--- src/source/bus_pkg.sv ---
package bus_pkg;

    // bus widths
    localparam int addr_w = 32;
    localparam int data_w = 32;
    localparam int id_w   = 4;

    // requester side
    typedef struct packed {
        logic [addr_w-1:0] addr;
        logic [id_w-1:0]   id;
    } rd_req_t;

    typedef struct packed {
        logic [data_w-1:0] data;
        logic [1:0]        resp;
        logic [id_w-1:0]   id;
    } rd_rsp_t;

    // master port, AXI read channels
    typedef struct packed {
        logic [addr_w-1:0] addr;
        logic [id_w-1:0]   id;
    } ar_t;

    typedef struct packed {
        logic [data_w-1:0] data;
        logic [1:0]        resp;
        logic [id_w-1:0]   id;
    } r_t;

    localparam logic [1:0] resp_okay   = 2'd0;
    localparam logic [1:0] resp_slverr = 2'd2;
    localparam logic [1:0] resp_decerr = 2'd3;

    localparam logic [id_w-1:0] fetch_id = 4'd0;
    localparam logic [id_w-1:0] data_id  = 4'd1;

    // clint window, 64 KiB
    localparam logic [addr_w-1:0] clint_span = 32'h0001_0000;

    localparam logic [15:0] mtime_lo_off = 16'hBFF8;
    localparam logic [15:0] mtime_hi_off = 16'hBFFC;

endpackage

--- src/source/bus_fabric.sv ---
`timescale 1ns/1ps

module bus_fabric import bus_pkg::*; #(
    parameter logic [addr_w-1:0] clint_base = 32'h0200_0000
) (
    input  logic    clock,
    input  logic    rst_n,

    input  logic    fetch_req_valid,
    input  rd_req_t fetch_req,
    output logic    fetch_req_ready,
    output logic    fetch_rsp_valid,
    output rd_rsp_t fetch_rsp,

    input  logic    data_req_valid,
    input  rd_req_t data_req,
    output logic    data_req_ready,
    output logic    data_rsp_valid,
    output rd_rsp_t data_rsp,

    output logic    ar_valid,
    output ar_t     ar,
    input  logic    ar_ready,
    input  logic    r_valid,
    input  r_t      r,
    output logic    r_ready
);

    logic        grant_valid;
    rd_req_t     grant;
    logic        fabric_idle;
    logic        done_valid;
    rd_rsp_t     done;
    logic        timer_read;
    logic [15:0] timer_offset;
    logic        timer_rsp_valid;
    rd_rsp_t     timer_rsp;

    read_arbiter read_arbiter_i (
        .clock           (clock),
        .rst_n           (rst_n),
        .fetch_req_valid (fetch_req_valid),
        .fetch_req       (fetch_req),
        .fetch_req_ready (fetch_req_ready),
        .data_req_valid  (data_req_valid),
        .data_req        (data_req),
        .data_req_ready  (data_req_ready),
        .fabric_idle     (fabric_idle),
        .grant_valid     (grant_valid),
        .grant           (grant),
        .done_valid      (done_valid),
        .done            (done),
        .fetch_rsp_valid (fetch_rsp_valid),
        .fetch_rsp       (fetch_rsp),
        .data_rsp_valid  (data_rsp_valid),
        .data_rsp        (data_rsp)
    );

    read_router #(
        .clint_base (clint_base)
    ) read_router_i (
        .clock           (clock),
        .rst_n           (rst_n),
        .grant_valid     (grant_valid),
        .grant           (grant),
        .fabric_idle     (fabric_idle),
        .done_valid      (done_valid),
        .done            (done),
        .ar_valid        (ar_valid),
        .ar              (ar),
        .ar_ready        (ar_ready),
        .r_valid         (r_valid),
        .r               (r),
        .r_ready         (r_ready),
        .timer_read      (timer_read),
        .timer_offset    (timer_offset),
        .timer_rsp_valid (timer_rsp_valid),
        .timer_rsp       (timer_rsp)
    );

    clint_timer clint_timer_i (
        .clock           (clock),
        .rst_n           (rst_n),
        .timer_read      (timer_read),
        .timer_offset    (timer_offset),
        .timer_rsp_valid (timer_rsp_valid),
        .timer_rsp       (timer_rsp)
    );

endmodule

--- src/source/clint_timer.sv ---
`timescale 1ns/1ps

module clint_timer import bus_pkg::*; (
    input  logic        clock,
    input  logic        rst_n,

    input  logic        timer_read,
    input  logic [15:0] timer_offset,

    output logic        timer_rsp_valid,
    output rd_rsp_t     timer_rsp
);

    logic [2*data_w-1:0] mtime;

    // free running, no write port
    always_ff @(posedge clock or negedge rst_n) begin
        if (!rst_n) begin
            mtime <= '0;
        end else begin
            mtime <= mtime + 1'b1;
        end
    end

    always_ff @(posedge clock or negedge rst_n) begin
        if (!rst_n) begin
            timer_rsp_valid <= 1'b0;
        end else begin
            timer_rsp_valid <= timer_read;
        end
    end

    // sample mtime as seen in the read cycle
    always_ff @(posedge clock) begin
        if (timer_read) begin
            timer_rsp.id <= '0;
            case (timer_offset)
                mtime_lo_off: begin
                    timer_rsp.data <= mtime[data_w-1:0];
                    timer_rsp.resp <= resp_okay;
                end
                mtime_hi_off: begin
                    timer_rsp.data <= mtime[2*data_w-1:data_w];
                    timer_rsp.resp <= resp_okay;
                end
                default: begin
                    timer_rsp.data <= '0;
                    timer_rsp.resp <= resp_slverr;
                end
            endcase
        end
    end

endmodule

--- src/source/read_arbiter.sv ---
`timescale 1ns/1ps

module read_arbiter import bus_pkg::*; (
    input  logic    clock,
    input  logic    rst_n,

    input  logic    fetch_req_valid,
    input  rd_req_t fetch_req,
    output logic    fetch_req_ready,

    input  logic    data_req_valid,
    input  rd_req_t data_req,
    output logic    data_req_ready,

    input  logic    fabric_idle,
    output logic    grant_valid,
    output rd_req_t grant,

    input  logic    done_valid,
    input  rd_rsp_t done,

    output logic    fetch_rsp_valid,
    output rd_rsp_t fetch_rsp,
    output logic    data_rsp_valid,
    output rd_rsp_t data_rsp
);

    // set after a data grant, so fetch goes first out of reset
    logic last_was_data;
    logic pick_data;
    logic any_valid;

    assign any_valid = fetch_req_valid | data_req_valid;

    // data wins when alone, or when fetch had the last turn
    assign pick_data = data_req_valid & (~fetch_req_valid | ~last_was_data);

    assign grant_valid     = fabric_idle & any_valid;
    assign fetch_req_ready = fabric_idle & fetch_req_valid & ~pick_data;
    assign data_req_ready  = fabric_idle & pick_data;

    always_comb begin
        if (pick_data) begin
            grant.addr = data_req.addr;
            grant.id   = data_id;
        end else begin
            grant.addr = fetch_req.addr;
            grant.id   = fetch_id;
        end
    end

    always_ff @(posedge clock or negedge rst_n) begin
        if (!rst_n) begin
            last_was_data <= 1'b1;
        end else if (grant_valid) begin
            last_was_data <= pick_data;
        end
    end

    // response steering by id
    assign fetch_rsp_valid = done_valid & (done.id == fetch_id);
    assign data_rsp_valid  = done_valid & (done.id == data_id);
    assign fetch_rsp       = done;
    assign data_rsp        = done;

endmodule

--- src/source/read_router.sv ---
`timescale 1ns/1ps

module read_router import bus_pkg::*; #(
    parameter logic [addr_w-1:0] clint_base = 32'h0200_0000
) (
    input  logic        clock,
    input  logic        rst_n,

    input  logic        grant_valid,
    input  rd_req_t     grant,
    output logic        fabric_idle,
    output logic        done_valid,
    output rd_rsp_t     done,

    output logic        ar_valid,
    output ar_t         ar,
    input  logic        ar_ready,
    input  logic        r_valid,
    input  r_t          r,
    output logic        r_ready,

    output logic        timer_read,
    output logic [15:0] timer_offset,
    input  logic        timer_rsp_valid,
    input  rd_rsp_t     timer_rsp
);

    typedef enum logic [1:0] {
        st_idle,
        st_clint_wait,
        st_addr,
        st_data
    } state_t;

    localparam logic [addr_w-1:0] clint_mask = ~(clint_span - 32'd1);

    state_t            state;
    state_t            next_state;
    logic              grant_is_clint;
    logic [addr_w-1:0] hold_addr;
    logic [id_w-1:0]   hold_id;

    assign grant_is_clint = (grant.addr & clint_mask) == clint_base;

    // timer sees the read in the accept cycle
    assign timer_read   = grant_valid & grant_is_clint;
    assign timer_offset = grant.addr[15:0];

    always_comb begin
        next_state = state;
        case (state)
            st_idle: begin
                if (grant_valid) begin
                    next_state = grant_is_clint ? st_clint_wait : st_addr;
                end
            end
            st_clint_wait: begin
                if (timer_rsp_valid) begin
                    next_state = st_idle;
                end
            end
            st_addr: begin
                if (ar_ready) begin
                    next_state = st_data;
                end
            end
            st_data: begin
                if (r_valid) begin
                    next_state = st_idle;
                end
            end
            default: next_state = st_idle;
        endcase
    end

    always_ff @(posedge clock or negedge rst_n) begin
        if (!rst_n) begin
            state <= st_idle;
        end else begin
            state <= next_state;
        end
    end

    always_ff @(posedge clock) begin
        if (grant_valid) begin
            hold_addr <= grant.addr;
            hold_id   <= grant.id;
        end
    end

    assign fabric_idle = (state == st_idle);

    // master port
    assign ar_valid = (state == st_addr);
    assign ar.addr  = hold_addr;
    assign ar.id    = hold_id;
    assign r_ready  = (state == st_data);

    assign done_valid = ((state == st_clint_wait) & timer_rsp_valid)
                      | ((state == st_data) & r_valid);

    always_comb begin
        done.id = hold_id;
        if (state == st_clint_wait) begin
            done.data = timer_rsp.data;
            done.resp = timer_rsp.resp;
        end else begin
            done.data = r.data;
            // reply tagged for another master
            done.resp = (r.id == hold_id) ? r.resp : resp_decerr;
        end
    end

endmodule

--- config.mk ---
export PLATFORM = sky130hd
export DESIGN_NAME = bus_fabric
export DESIGN_NICKNAME = d
export VERILOG_FILES = /design/src/source/bus_pkg.sv /design/src/source/bus_fabric.sv /design/src/source/clint_timer.sv /design/src/source/read_arbiter.sv /design/src/source/read_router.sv
export SDC_FILE = /design/constraint.sdc
export NUM_CORES = 1
export LEC_CHECK = 0
export BUFFER_PORTS_ARGS = -buffer_cell sky130_fd_sc_hd__buf_2
export CORE_ASPECT_RATIO = 0.6
export CORE_MARGIN = 2
export CORE_UTILIZATION = 42
export DETAILED_ROUTE_END_ITERATION = 8
export PLACE_DENSITY_LB_ADDON = 0.08
export RECOVER_POWER = 100
export SYNTH_ARGS = -nofsm -noshare
export SYNTH_HDL_FRONTEND = slang
export SYNTH_SLANG_ARGS = --single-unit
--- constraint.sdc ---
create_clock -name clock -period 7.3 [get_ports clock]
set_clock_uncertainty 0.1 [all_clocks]
set_input_delay 0.365 -clock clock [delete_from_list [all_inputs] [get_ports clock]]
set_output_delay 0.365 -clock clock [all_outputs]
set_load 0.05 [all_outputs]
Yosys cells after proc, flatten, opt, wreduce, memory -nomap -nowiden
Cells that the tools add are included.
W data, S select, Z words.
- $add $sub $neg: 1
- equality and inequality tests: 12
- multiplexer cells: 10
- bitwise operators: 16
- reductions and logical operators: 3
- operators by type and width (cell ; count):
    $pmux W34 S2 ; 1
    $add A64 B1 Y64 const B ; 1
    $mux W36 ; 1
    $mux W34 ; 1
    $eq A16 B16 Y1 const B ; 2
    $eq A16 B10 Y1 const B ; 1
    $mux W2 ; 6
    $and A1 B1 Y1 ; 10
    $pmux W2 S4 ; 1
    $ne A2 B1 Y1 const B ; 3
    $eq A2 B2 Y1 const B ; 2
    $eq A4 B1 Y1 const B ; 1
    $eq A4 B4 Y1 ; 1
    $logic_not A4 Y1 ; 1
    $reduce_and A4 Y1 ; 1
    $not A1 Y1 ; 3
    $or A1 B1 Y1 ; 3
    $eq A2 B1 Y1 const B ; 1
    $logic_not A2 Y1 ; 1
    $ne A2 B2 Y1 const B ; 1
- flip-flop bits (word level): 138
- input port bits: 116
- output and inout bits: 118

Depth between registers and ports, before layout
Gate-level depths: netlist of run 1.
- depth after elaboration: 8
- depth in mapped cells: 7
- depth with buffers taken out: 6

Hierarchy
A second synthesis of run 1 with hierarchy kept.
- cells, all modules: 652
- area, all modules: 7676.1 um^2
- modules (own cells, without submodules) (module ; times used ; cells an instance ; area an instance (um^2)):
    clint_timer ; 1 ; 399 ; 4581.9
    read_router ; 1 ; 124 ; 1981.9
    read_arbiter ; 1 ; 129 ; 1112.3

Worst setup path after synthesis of run 1
Ideal clock, no wire load.
- path kind: register to register
- start point: register read_router_i.state[1]
- end point: register clint_timer_i.timer_rsp[10] (netlist name)
- library setup time: 0.394 ns
- arrival: 4.023 ns
- required time: 6.806 ns
- slack: 2.783 ns
- cell stages (with the launch flop): 4
- buffers on the path: 1
- clock period less this slack: 4.517 ns
- cell sequence: dfrtp_1 clkbuf_1 nor3_1 and2_1
- word-level cells in the longest chain between the ends: 3
- ends and longest elaborated chain (element ; RTL line ; RTL):
    start: declaration ; read_router.sv:37 ; state_t state;
    start signal: assignment ; read_router.sv:78 ; state <= st_idle;
    start signal: assignment ; read_router.sv:80 ; state <= next_state;
    $logic_not A2 Y1 ; read_router.sv:91 ; assign fabric_idle = (state == st_idle);
    $and A1 B1 Y1 ; read_arbiter.sv:38 ; assign grant_valid = fabric_idle & any_valid;
    via grant_valid ; bus_fabric.sv:29 ; logic grant_valid;
    $and A1 B1 Y1 ; read_router.sv:46 ; assign timer_read = grant_valid & grant_is_clint;
    via clint_timer_i.timer_read ; clint_timer.sv:7 ; input logic timer_read,
The timed path passes the listed nets, and every way through them passes these cells.
A chain may end at the register's enable or synchronous reset.

==> results of run 1 <==
-- cells in the mapped netlist, types with 7 or more instances --
| cell | number |
|---|---|
| nor2_1 | 19 |
| nor4_1 | 7 |
| a21oi_1 | 33 |
| dfrtp_1 | 67 |
| mux2_2 | 63 |
| clkbuf_1 | 17 |
| xnor2_1 | 50 |
| and3_1 | 11 |
| buf_4 | 45 |
| edfxtp_1 | 66 |
| nand2_1 | 90 |
| nand3_1 | 29 |
| nand4_1 | 19 |
| xor2_1 | 13 |
-- worst max-delay path, stage by stage (launching register included) --
cell      delay, ns
dfrtp_1        0.48
nor2b_1        2.27
mux2_2         0.50
clkbuf_1       0.48
-- layer usage --
metal	track usage	share of wire	vias up
li1	-	-	2400
met5	0	0	-
met4	0.0555	0.0046	0
met3	0.0395	0.054	8
met1	0.311	0.51	2493
met2	0.306	0.43	171
-- path summary, 6_finish.rpt --
check | slack [ns] | endpoint | startpoint | depth (start not counted)
min | 0.15 | read_router_i.state[1]$_DFFE_PN0P_ | r_valid | 4
max in group asynchronous | 3.72 | clint_timer_i.mtime[57]$_DFF_PN0_ | rst_n | 2
max | 2.68 | fetch_rsp[15] | read_router_i.state[0]$_DFFE_PN0P_ | 3
max reg2reg | 2.73 | clint_timer_i.timer_rsp[7]$_DFFE_PP_ | read_arbiter_i.last_was_data$_DFFE_PN1P_ | 6
min in group asynchronous | 1.23 | clint_timer_i.mtime[17]$_DFF_PN0_ | rst_n | 2
min reg2reg | 0.38 | clint_timer_i.mtime[14]$_DFF_PN0_ | clint_timer_i.mtime[14]$_DFF_PN0_ | 1
-- kinds of logic (layout without fill, tap and decap cells) --
family / after synthesis / after routing / share of synthesized area
AO/OA/AOI/OAI: 38 / 38 / 0.0300
XOR/XNOR: 63 / 63 / 0.0816
adder cells (fa/ha/maj): 1 / 1 / 0.00185
buffers and inverters: 72 / 260 / 0.0663
flip-flops: 134 / 134 / 0.545
multiplexers: 66 / 66 / 0.109
other: 1 / 9 / 0.000555
AND/OR/NAND/NOR: 215 / 215 / 0.165
-- state kept, by name (all words and copies together) (netlist names) --
signal / count
read_router_i.hold_id: 1
read_router_i.state: 2
read_arbiter_i.last_was_data: 1
clint_timer_i.timer_rsp_valid: 1
clint_timer_i.mtime: 64
clint_timer_i.timer_rsp: 33
read_router_i.hold_addr: 32
-- power by group --
part	switching, W	leakage [nW]	internal [W]
Combinational	0.000789	1.46	0.000194
Sequential	0.0000259	1.59	0.000855
Clock	0.000328	0.274	0.000514
Total	0.00114	3.33	0.00156
-- metrics by stage --
stage                      util  hold WS (ns)  cells  power, W
final                     0.527         0.148    989   0.00270
after CTS                 0.537        0.0958    989   0.00276
after global routing      0.527         0.161    989   0.00279
after detailed placement  0.500         0.370    957   0.00192
after floorplan               -       -0.0306    598   0.00177
after global placement    0.500         0.361    957   0.00192
-- cell type report --
class	count	area [um2]	share of cell area
Inverter	6	22.5	0.00275
Clock inverter	11	125	0.0153
Timing Repair Buffer	222	1010	0.123
Multi-Input combinational cell	392	2650	0.323
Sequential cell	134	3680	0.450
Clock buffer	21	450	0.0550
Tap cell	203	254	0.0310
==> run_results.csv, run 1 <==
group,metric,value,unit
status,status,"finished with violations",
status,violations,"capacitance limit, slew limit",
clock_tree,clock-root-buffer,"clkbuf_16",
detailed_routing,vias,5072,
clock_tree,h-tree-depth,4,
detailed_routing,drt-total-wl,17400,um
yosys,ys_seq_area_frac,0.545,
detailed_routing,wl_per_cell,17.6,um
cells_and_area,area_growth_syn_to_layout,21.2,%
yosys,synth_edf_count,66,
cells_and_area,finalNetCount,890,
placement,port_buffers,216,
floorplanning,dieArea,17200,um2
floorplanning,io_pins,234,
timing,tns,0,ns
cells_and_area,drive_gt1_frac,0.268,
placement,placed_cell_area,7780,um2
floorplanning,rows,35,
clock_tree,postCtsSetupBuffers,0,
detailed_routing,post_drt_via_cell_ratio,5.13,
worst_setup_path,worstPathRequired,6.84,ns
timing,max_slew.worst_pin.slew,3.74,ns
yosys,synth.avg_cell_area,11.5,um2
worst_setup_path,cp_max_fo,35,
power_and_ir_drop,ir_drop,0.000123,V
worst_setup_path,crit_path_end_kind,"output pin",
floorplanning,start_util,0.435,
clock_tree,clkTransAtPathRegs,0.06,ns
cells_and_area,fin_area,8190,um2
clock_tree,cts_buffers,17,
yosys,ys.flop_type,"dfrtp_1",
yosys,synthCells,590,
timing,fin_crit_sh,0.633,
detailed_routing,drc_errors,0,
clock_tree,clkLatencyLatePin,0.41,ns
clock_tree,cts_hold_buf,0,
floorplanning,core-area,15500,um2
timing,final-hold-violation-count,0,
cells_and_area,fillerInstances,1410,
detailed_routing,detail-route-antenna-nets,0,
yosys,synth.area.top_cells,"edfxtp_1, dfrtp_1, mux2_2, xnor2_1, buf_4",
timing,final_max_slew_viol_count,270,
placement,place_congestion,0.901,
clock_tree,cts_buffer_depth,2,
grt,overflow,0,
placement,place_hpwl,12800,um
yosys,synth_cell_types,43,
cells_and_area,layout_commonest_cell,"buf_2",
floorplanning,die_w,168,um
yosys,synthArstFlopShare,0.507,
detailed_routing,dr.pass1.iters,5,
worst_setup_path,worstSetupPathType,"reg -> out",
yosys,synth_warnings,0,
worst_setup_path,crit_arrival,4.16,ns
power_and_ir_drop,powerDensity,330,nW/um2
grt,grt_first_pass_wirelength,26700,um
grt,grt_max_degree,69,
timing,maxSlewHeadroom,-1.49,
timing,max_freq,216,MHz
timing,finalWorstSetupSlack,2.68,ns
yosys,synth_largest_type_area_fraction,0.293,
grt,grt_pass1_vias,4731,
yosys,syn_area,6760,um2
power_and_ir_drop,p_leak,3.33,nW
cells_and_area,mostFrequentLayoutCells,"buf_2, nand2_1, clkbuf_1",
worst_setup_path,start_kind,"flip-flop",
grt,antenna_found_initial,1,
floorplanning,die_y,102,um
yosys,synth-seq-cells,134,
job,maxCapViolCount,8,
timing,setup_violations,0,
placement,pre_cts_slack,4.12,ns
timing,layout_min_cycle_time,4.62,ns
cells_and_area,diodes,0,
yosys,yosysTopAreaCell,"edfxtp_1",
clock_tree,cts_resized,0,
clock_tree,clock-sinks,134,
detailed_routing,drt_iter0_drc,268,
hold_path,hold_class,"in -> reg",
clock_tree,cts_tree,"yes",
timing,grt_setup_unrepaired,"no",
grt,track_usage,0.207,
Note: power is estimated with default switching activity, not from simulation.
==> run 2, diff against run 1 <==
clock period = 4.6 ns   (was 7.3 ns; I/O delays follow)
==> run 2 against run 1 <==
The run still ends with capacitance limit, slew limit left. Final cell count up 0.20%. Setup slack worse by 1.6 ns. Design area up 0.99%. Register-to-register slack worse by 1.7 ns. Die area unchanged. Clock-buffer cell count unchanged. Combinational power up 59%. Sequential share of layout area down 0.44 points. Core utilization up 0.52 points. Sequential power up 59%. Global-route usage up 0.13 points. Critical path depth up 1. Critical endpoint is now data_req_ready.
==> run_results.csv, run 2 (synthesized netlist as in run 1, its figures left out) <==
group,metric,value,unit
detailed_routing,vias,5046,
placement,placed_cell_area,7780,um2
detailed_routing,wl_met1,8720,um
clock_tree,clkLatencyLatePin,0.42,ns
cells_and_area,finalNetCount,892,
cells_and_area,fillerInstances,1420,
cells_and_area,diodes,0,
worst_setup_path,cp_max_fo,37,
power_and_ir_drop,powerDensity,527,nW/um2
grt,grt_max_degree,61,
worst_setup_path,crit_arrival,3.24,ns
timing,tns,0,ns
power_and_ir_drop,ir_drop,0.000227,V
placement,dp.cells,957,
timing,maxSlewHeadroom,-0.318,
grt,track_usage,0.208,
clock_tree,cts_buffers,17,
detailed_routing,dr_wl_met2,7700,um
cells_and_area,largest_register,"clint_timer_i.mtime",
cells_and_area,mostFrequentLayoutCells,"buf_2, nand2_1, clkbuf_1",
grt,grt_pass1_vias,4767,
worst_setup_path,worstPathRequired,4.27,ns
cells_and_area,area_growth_syn_to_layout,22.4,%
job,maxCapViolCount,4,
detailed_routing,wl_met3,997,um
grt,overflow,0,
timing,fin_crit_sh,0.775,
detailed_routing,detail-route-antenna-nets,0,
hold_path,hold_class,"in -> reg",
floorplanning,die_w,168,um
clock_tree,h-tree-depth,4,
timing,grt_setup_unrepaired,"no",
clock_tree,cts_tree,"yes",
clock_tree,clock-sinks,134,
placement,place_congestion,0.876,
timing,layout_min_cycle_time,3.57,ns
clock_tree,clock-root-buffer,"clkbuf_16",
worst_setup_path,worstSetupPathType,"reg -> out",
worst_setup_path,start_kind,"flip-flop",
floorplanning,core-area,15500,um2
detailed_routing,dr.pass1.iters,5,
worst_setup_path,crit_chain,"a21boi_4 > clkbuf_1 > and2_0 > clkbuf_1",
floorplanning,start_util,0.435,
timing,setup_violations,0,
worst_setup_path,slowest_stage,"clkbuf_1",
detailed_routing,drt_iter0_drc,315,
worst_setup_path,slowest_delay,1.43,ns
grt,antenna_found_initial,1,
cells_and_area,layout.cells.non_filler,991,
detailed_routing,post_drt_via_cell_ratio,5.09,
timing,holdWs,0.0226,ns
clock_tree,cts_buffer_depth,2,
worst_setup_path,cp.buffers_inverters,2,
timing,final_max_slew_viol_count,170,
status,violations,"capacitance limit, slew limit",
cells_and_area,drive_gt1_frac,0.275,
cells_and_area,reg_top3,"clint_timer_i.mtime x64, clint_timer_i.timer_rsp x33, read_router_i.hold_addr x32",
floorplanning,rows,35,
detailed_routing,highest_layer,"met4",
placement,place_hpwl,12800,um
cells_and_area,layout_commonest_cell,"buf_2",
worst_setup_path,path_common_cell,"clkbuf_1",
power_and_ir_drop,p_leak,3.38,nW
cells_and_area,fin_area,8270,um2
detailed_routing,wl_per_cell,17.6,um
cells_and_area,largest_reg_flops,64,
placement,port_buffers,216,
grt,grt_first_pass_wirelength,26800,um
detailed_routing,drc_errors,0,
timing,max_freq,280,MHz
floorplanning,dieArea,17200,um2
timing,final-hold-violation-count,0,
worst_setup_path,crit_path_end_kind,"output pin",
status,status,"finished with violations",
detailed_routing,drt-total-wl,17500,um
floorplanning,io_pins,234,
timing,max_slew.worst_pin.slew,1.98,ns
clock_tree,clkTransAtPathRegs,0.06,ns
floorplanning,die_y,102,um
worst_setup_path,crit_family,"buffers and inverters",
clock_tree,postCtsSetupBuffers,0,
==> run 2: cell count changes in the layout (fill, tap and decap cells not counted), sizes merged <==
cell / before / now
clkinvlp: 3 / 1
buf: 137 / 136
inv: 9 / 8
clkbuf: 106 / 107
bufinv: 2 / 3
clkinv: 3 / 5
dlygate4sd3: 0 / 2
==> run 2: repair_timing <==
item                                   in CTS  in global routing
resized for setup                           0                  0
hold buffers                                2                  0
endpoints found under the hold margin       9                  0
==> run 2: tightest hold or removal path, delay by kind of cell <==
family	cells	cell delay, ns
and+or+nand+nor	2	0.11
buffers and inverters	1	0.09
AOI/OAI and AO/OA	1	0.07
==> run 2: worst paths after layout <==
path | from | endpoint | slack [ns] | depth (start not counted)
setup reg to reg | read_arbiter_i.last_was_data$_DFFE_PN1P_ | clint_timer_i.timer_rsp[37]$_DFFE_PP_ | 1.07 | 5
setup / recovery | read_arbiter_i.last_was_data$_DFFE_PN1P_ | data_req_ready | 1.03 | 4
hold / removal | r_valid | read_router_i.state[1]$_DFFE_PN0P_ | 0.02 | 4
min in group asynchronous | rst_n | clint_timer_i.mtime[16]$_DFF_PN0_ | 0.20 | 2
max in group asynchronous | rst_n | clint_timer_i.mtime[35]$_DFF_PN0_ | 2.34 | 3
hold reg to reg | clint_timer_i.mtime[63]$_DFF_PN0_ | clint_timer_i.mtime[63]$_DFF_PN0_ | 0.38 | 1
==> run 2: final cells by class <==
type                       instances  area (um2)  area share
tap                              203         254      0.0307
clock buffer                      21         460      0.0557
inverter                           6        22.5     0.00272
sequential                       134        3680       0.445
timing repair buffer             224        1030       0.125
multi-input combinational        392        2670       0.323
clock inverter                    11         148      0.0178
==> run 2: through the flow <==
step / setup slack (ns) / power [W] / utilization
final: 1.03 / 0.00436 / 0.532
after global routing: 0.778 / 0.00450 / 0.532
after CTS: 1.65 / 0.00446 / 0.541
after detailed placement: 1.67 / 0.00305 / 0.500
after global placement: 1.71 / 0.00304 / 0.500
after floorplan: 0.0828 / 0.00281 / -
==> run 2: where the power goes <==
group / internal [W] / switching (W)
clock: 0.000884 / 0.000514
combinational: 0.000307 / 0.00125
sequential: 0.00136 / 0.0000421
==> run 2: per-layer routing <==
metal  global-route usage  up-vias
met5                    0        -
met4               0.0401        0
met3               0.0542        7
met2                0.309      172
met1                0.309     2470
li1                     -     2397
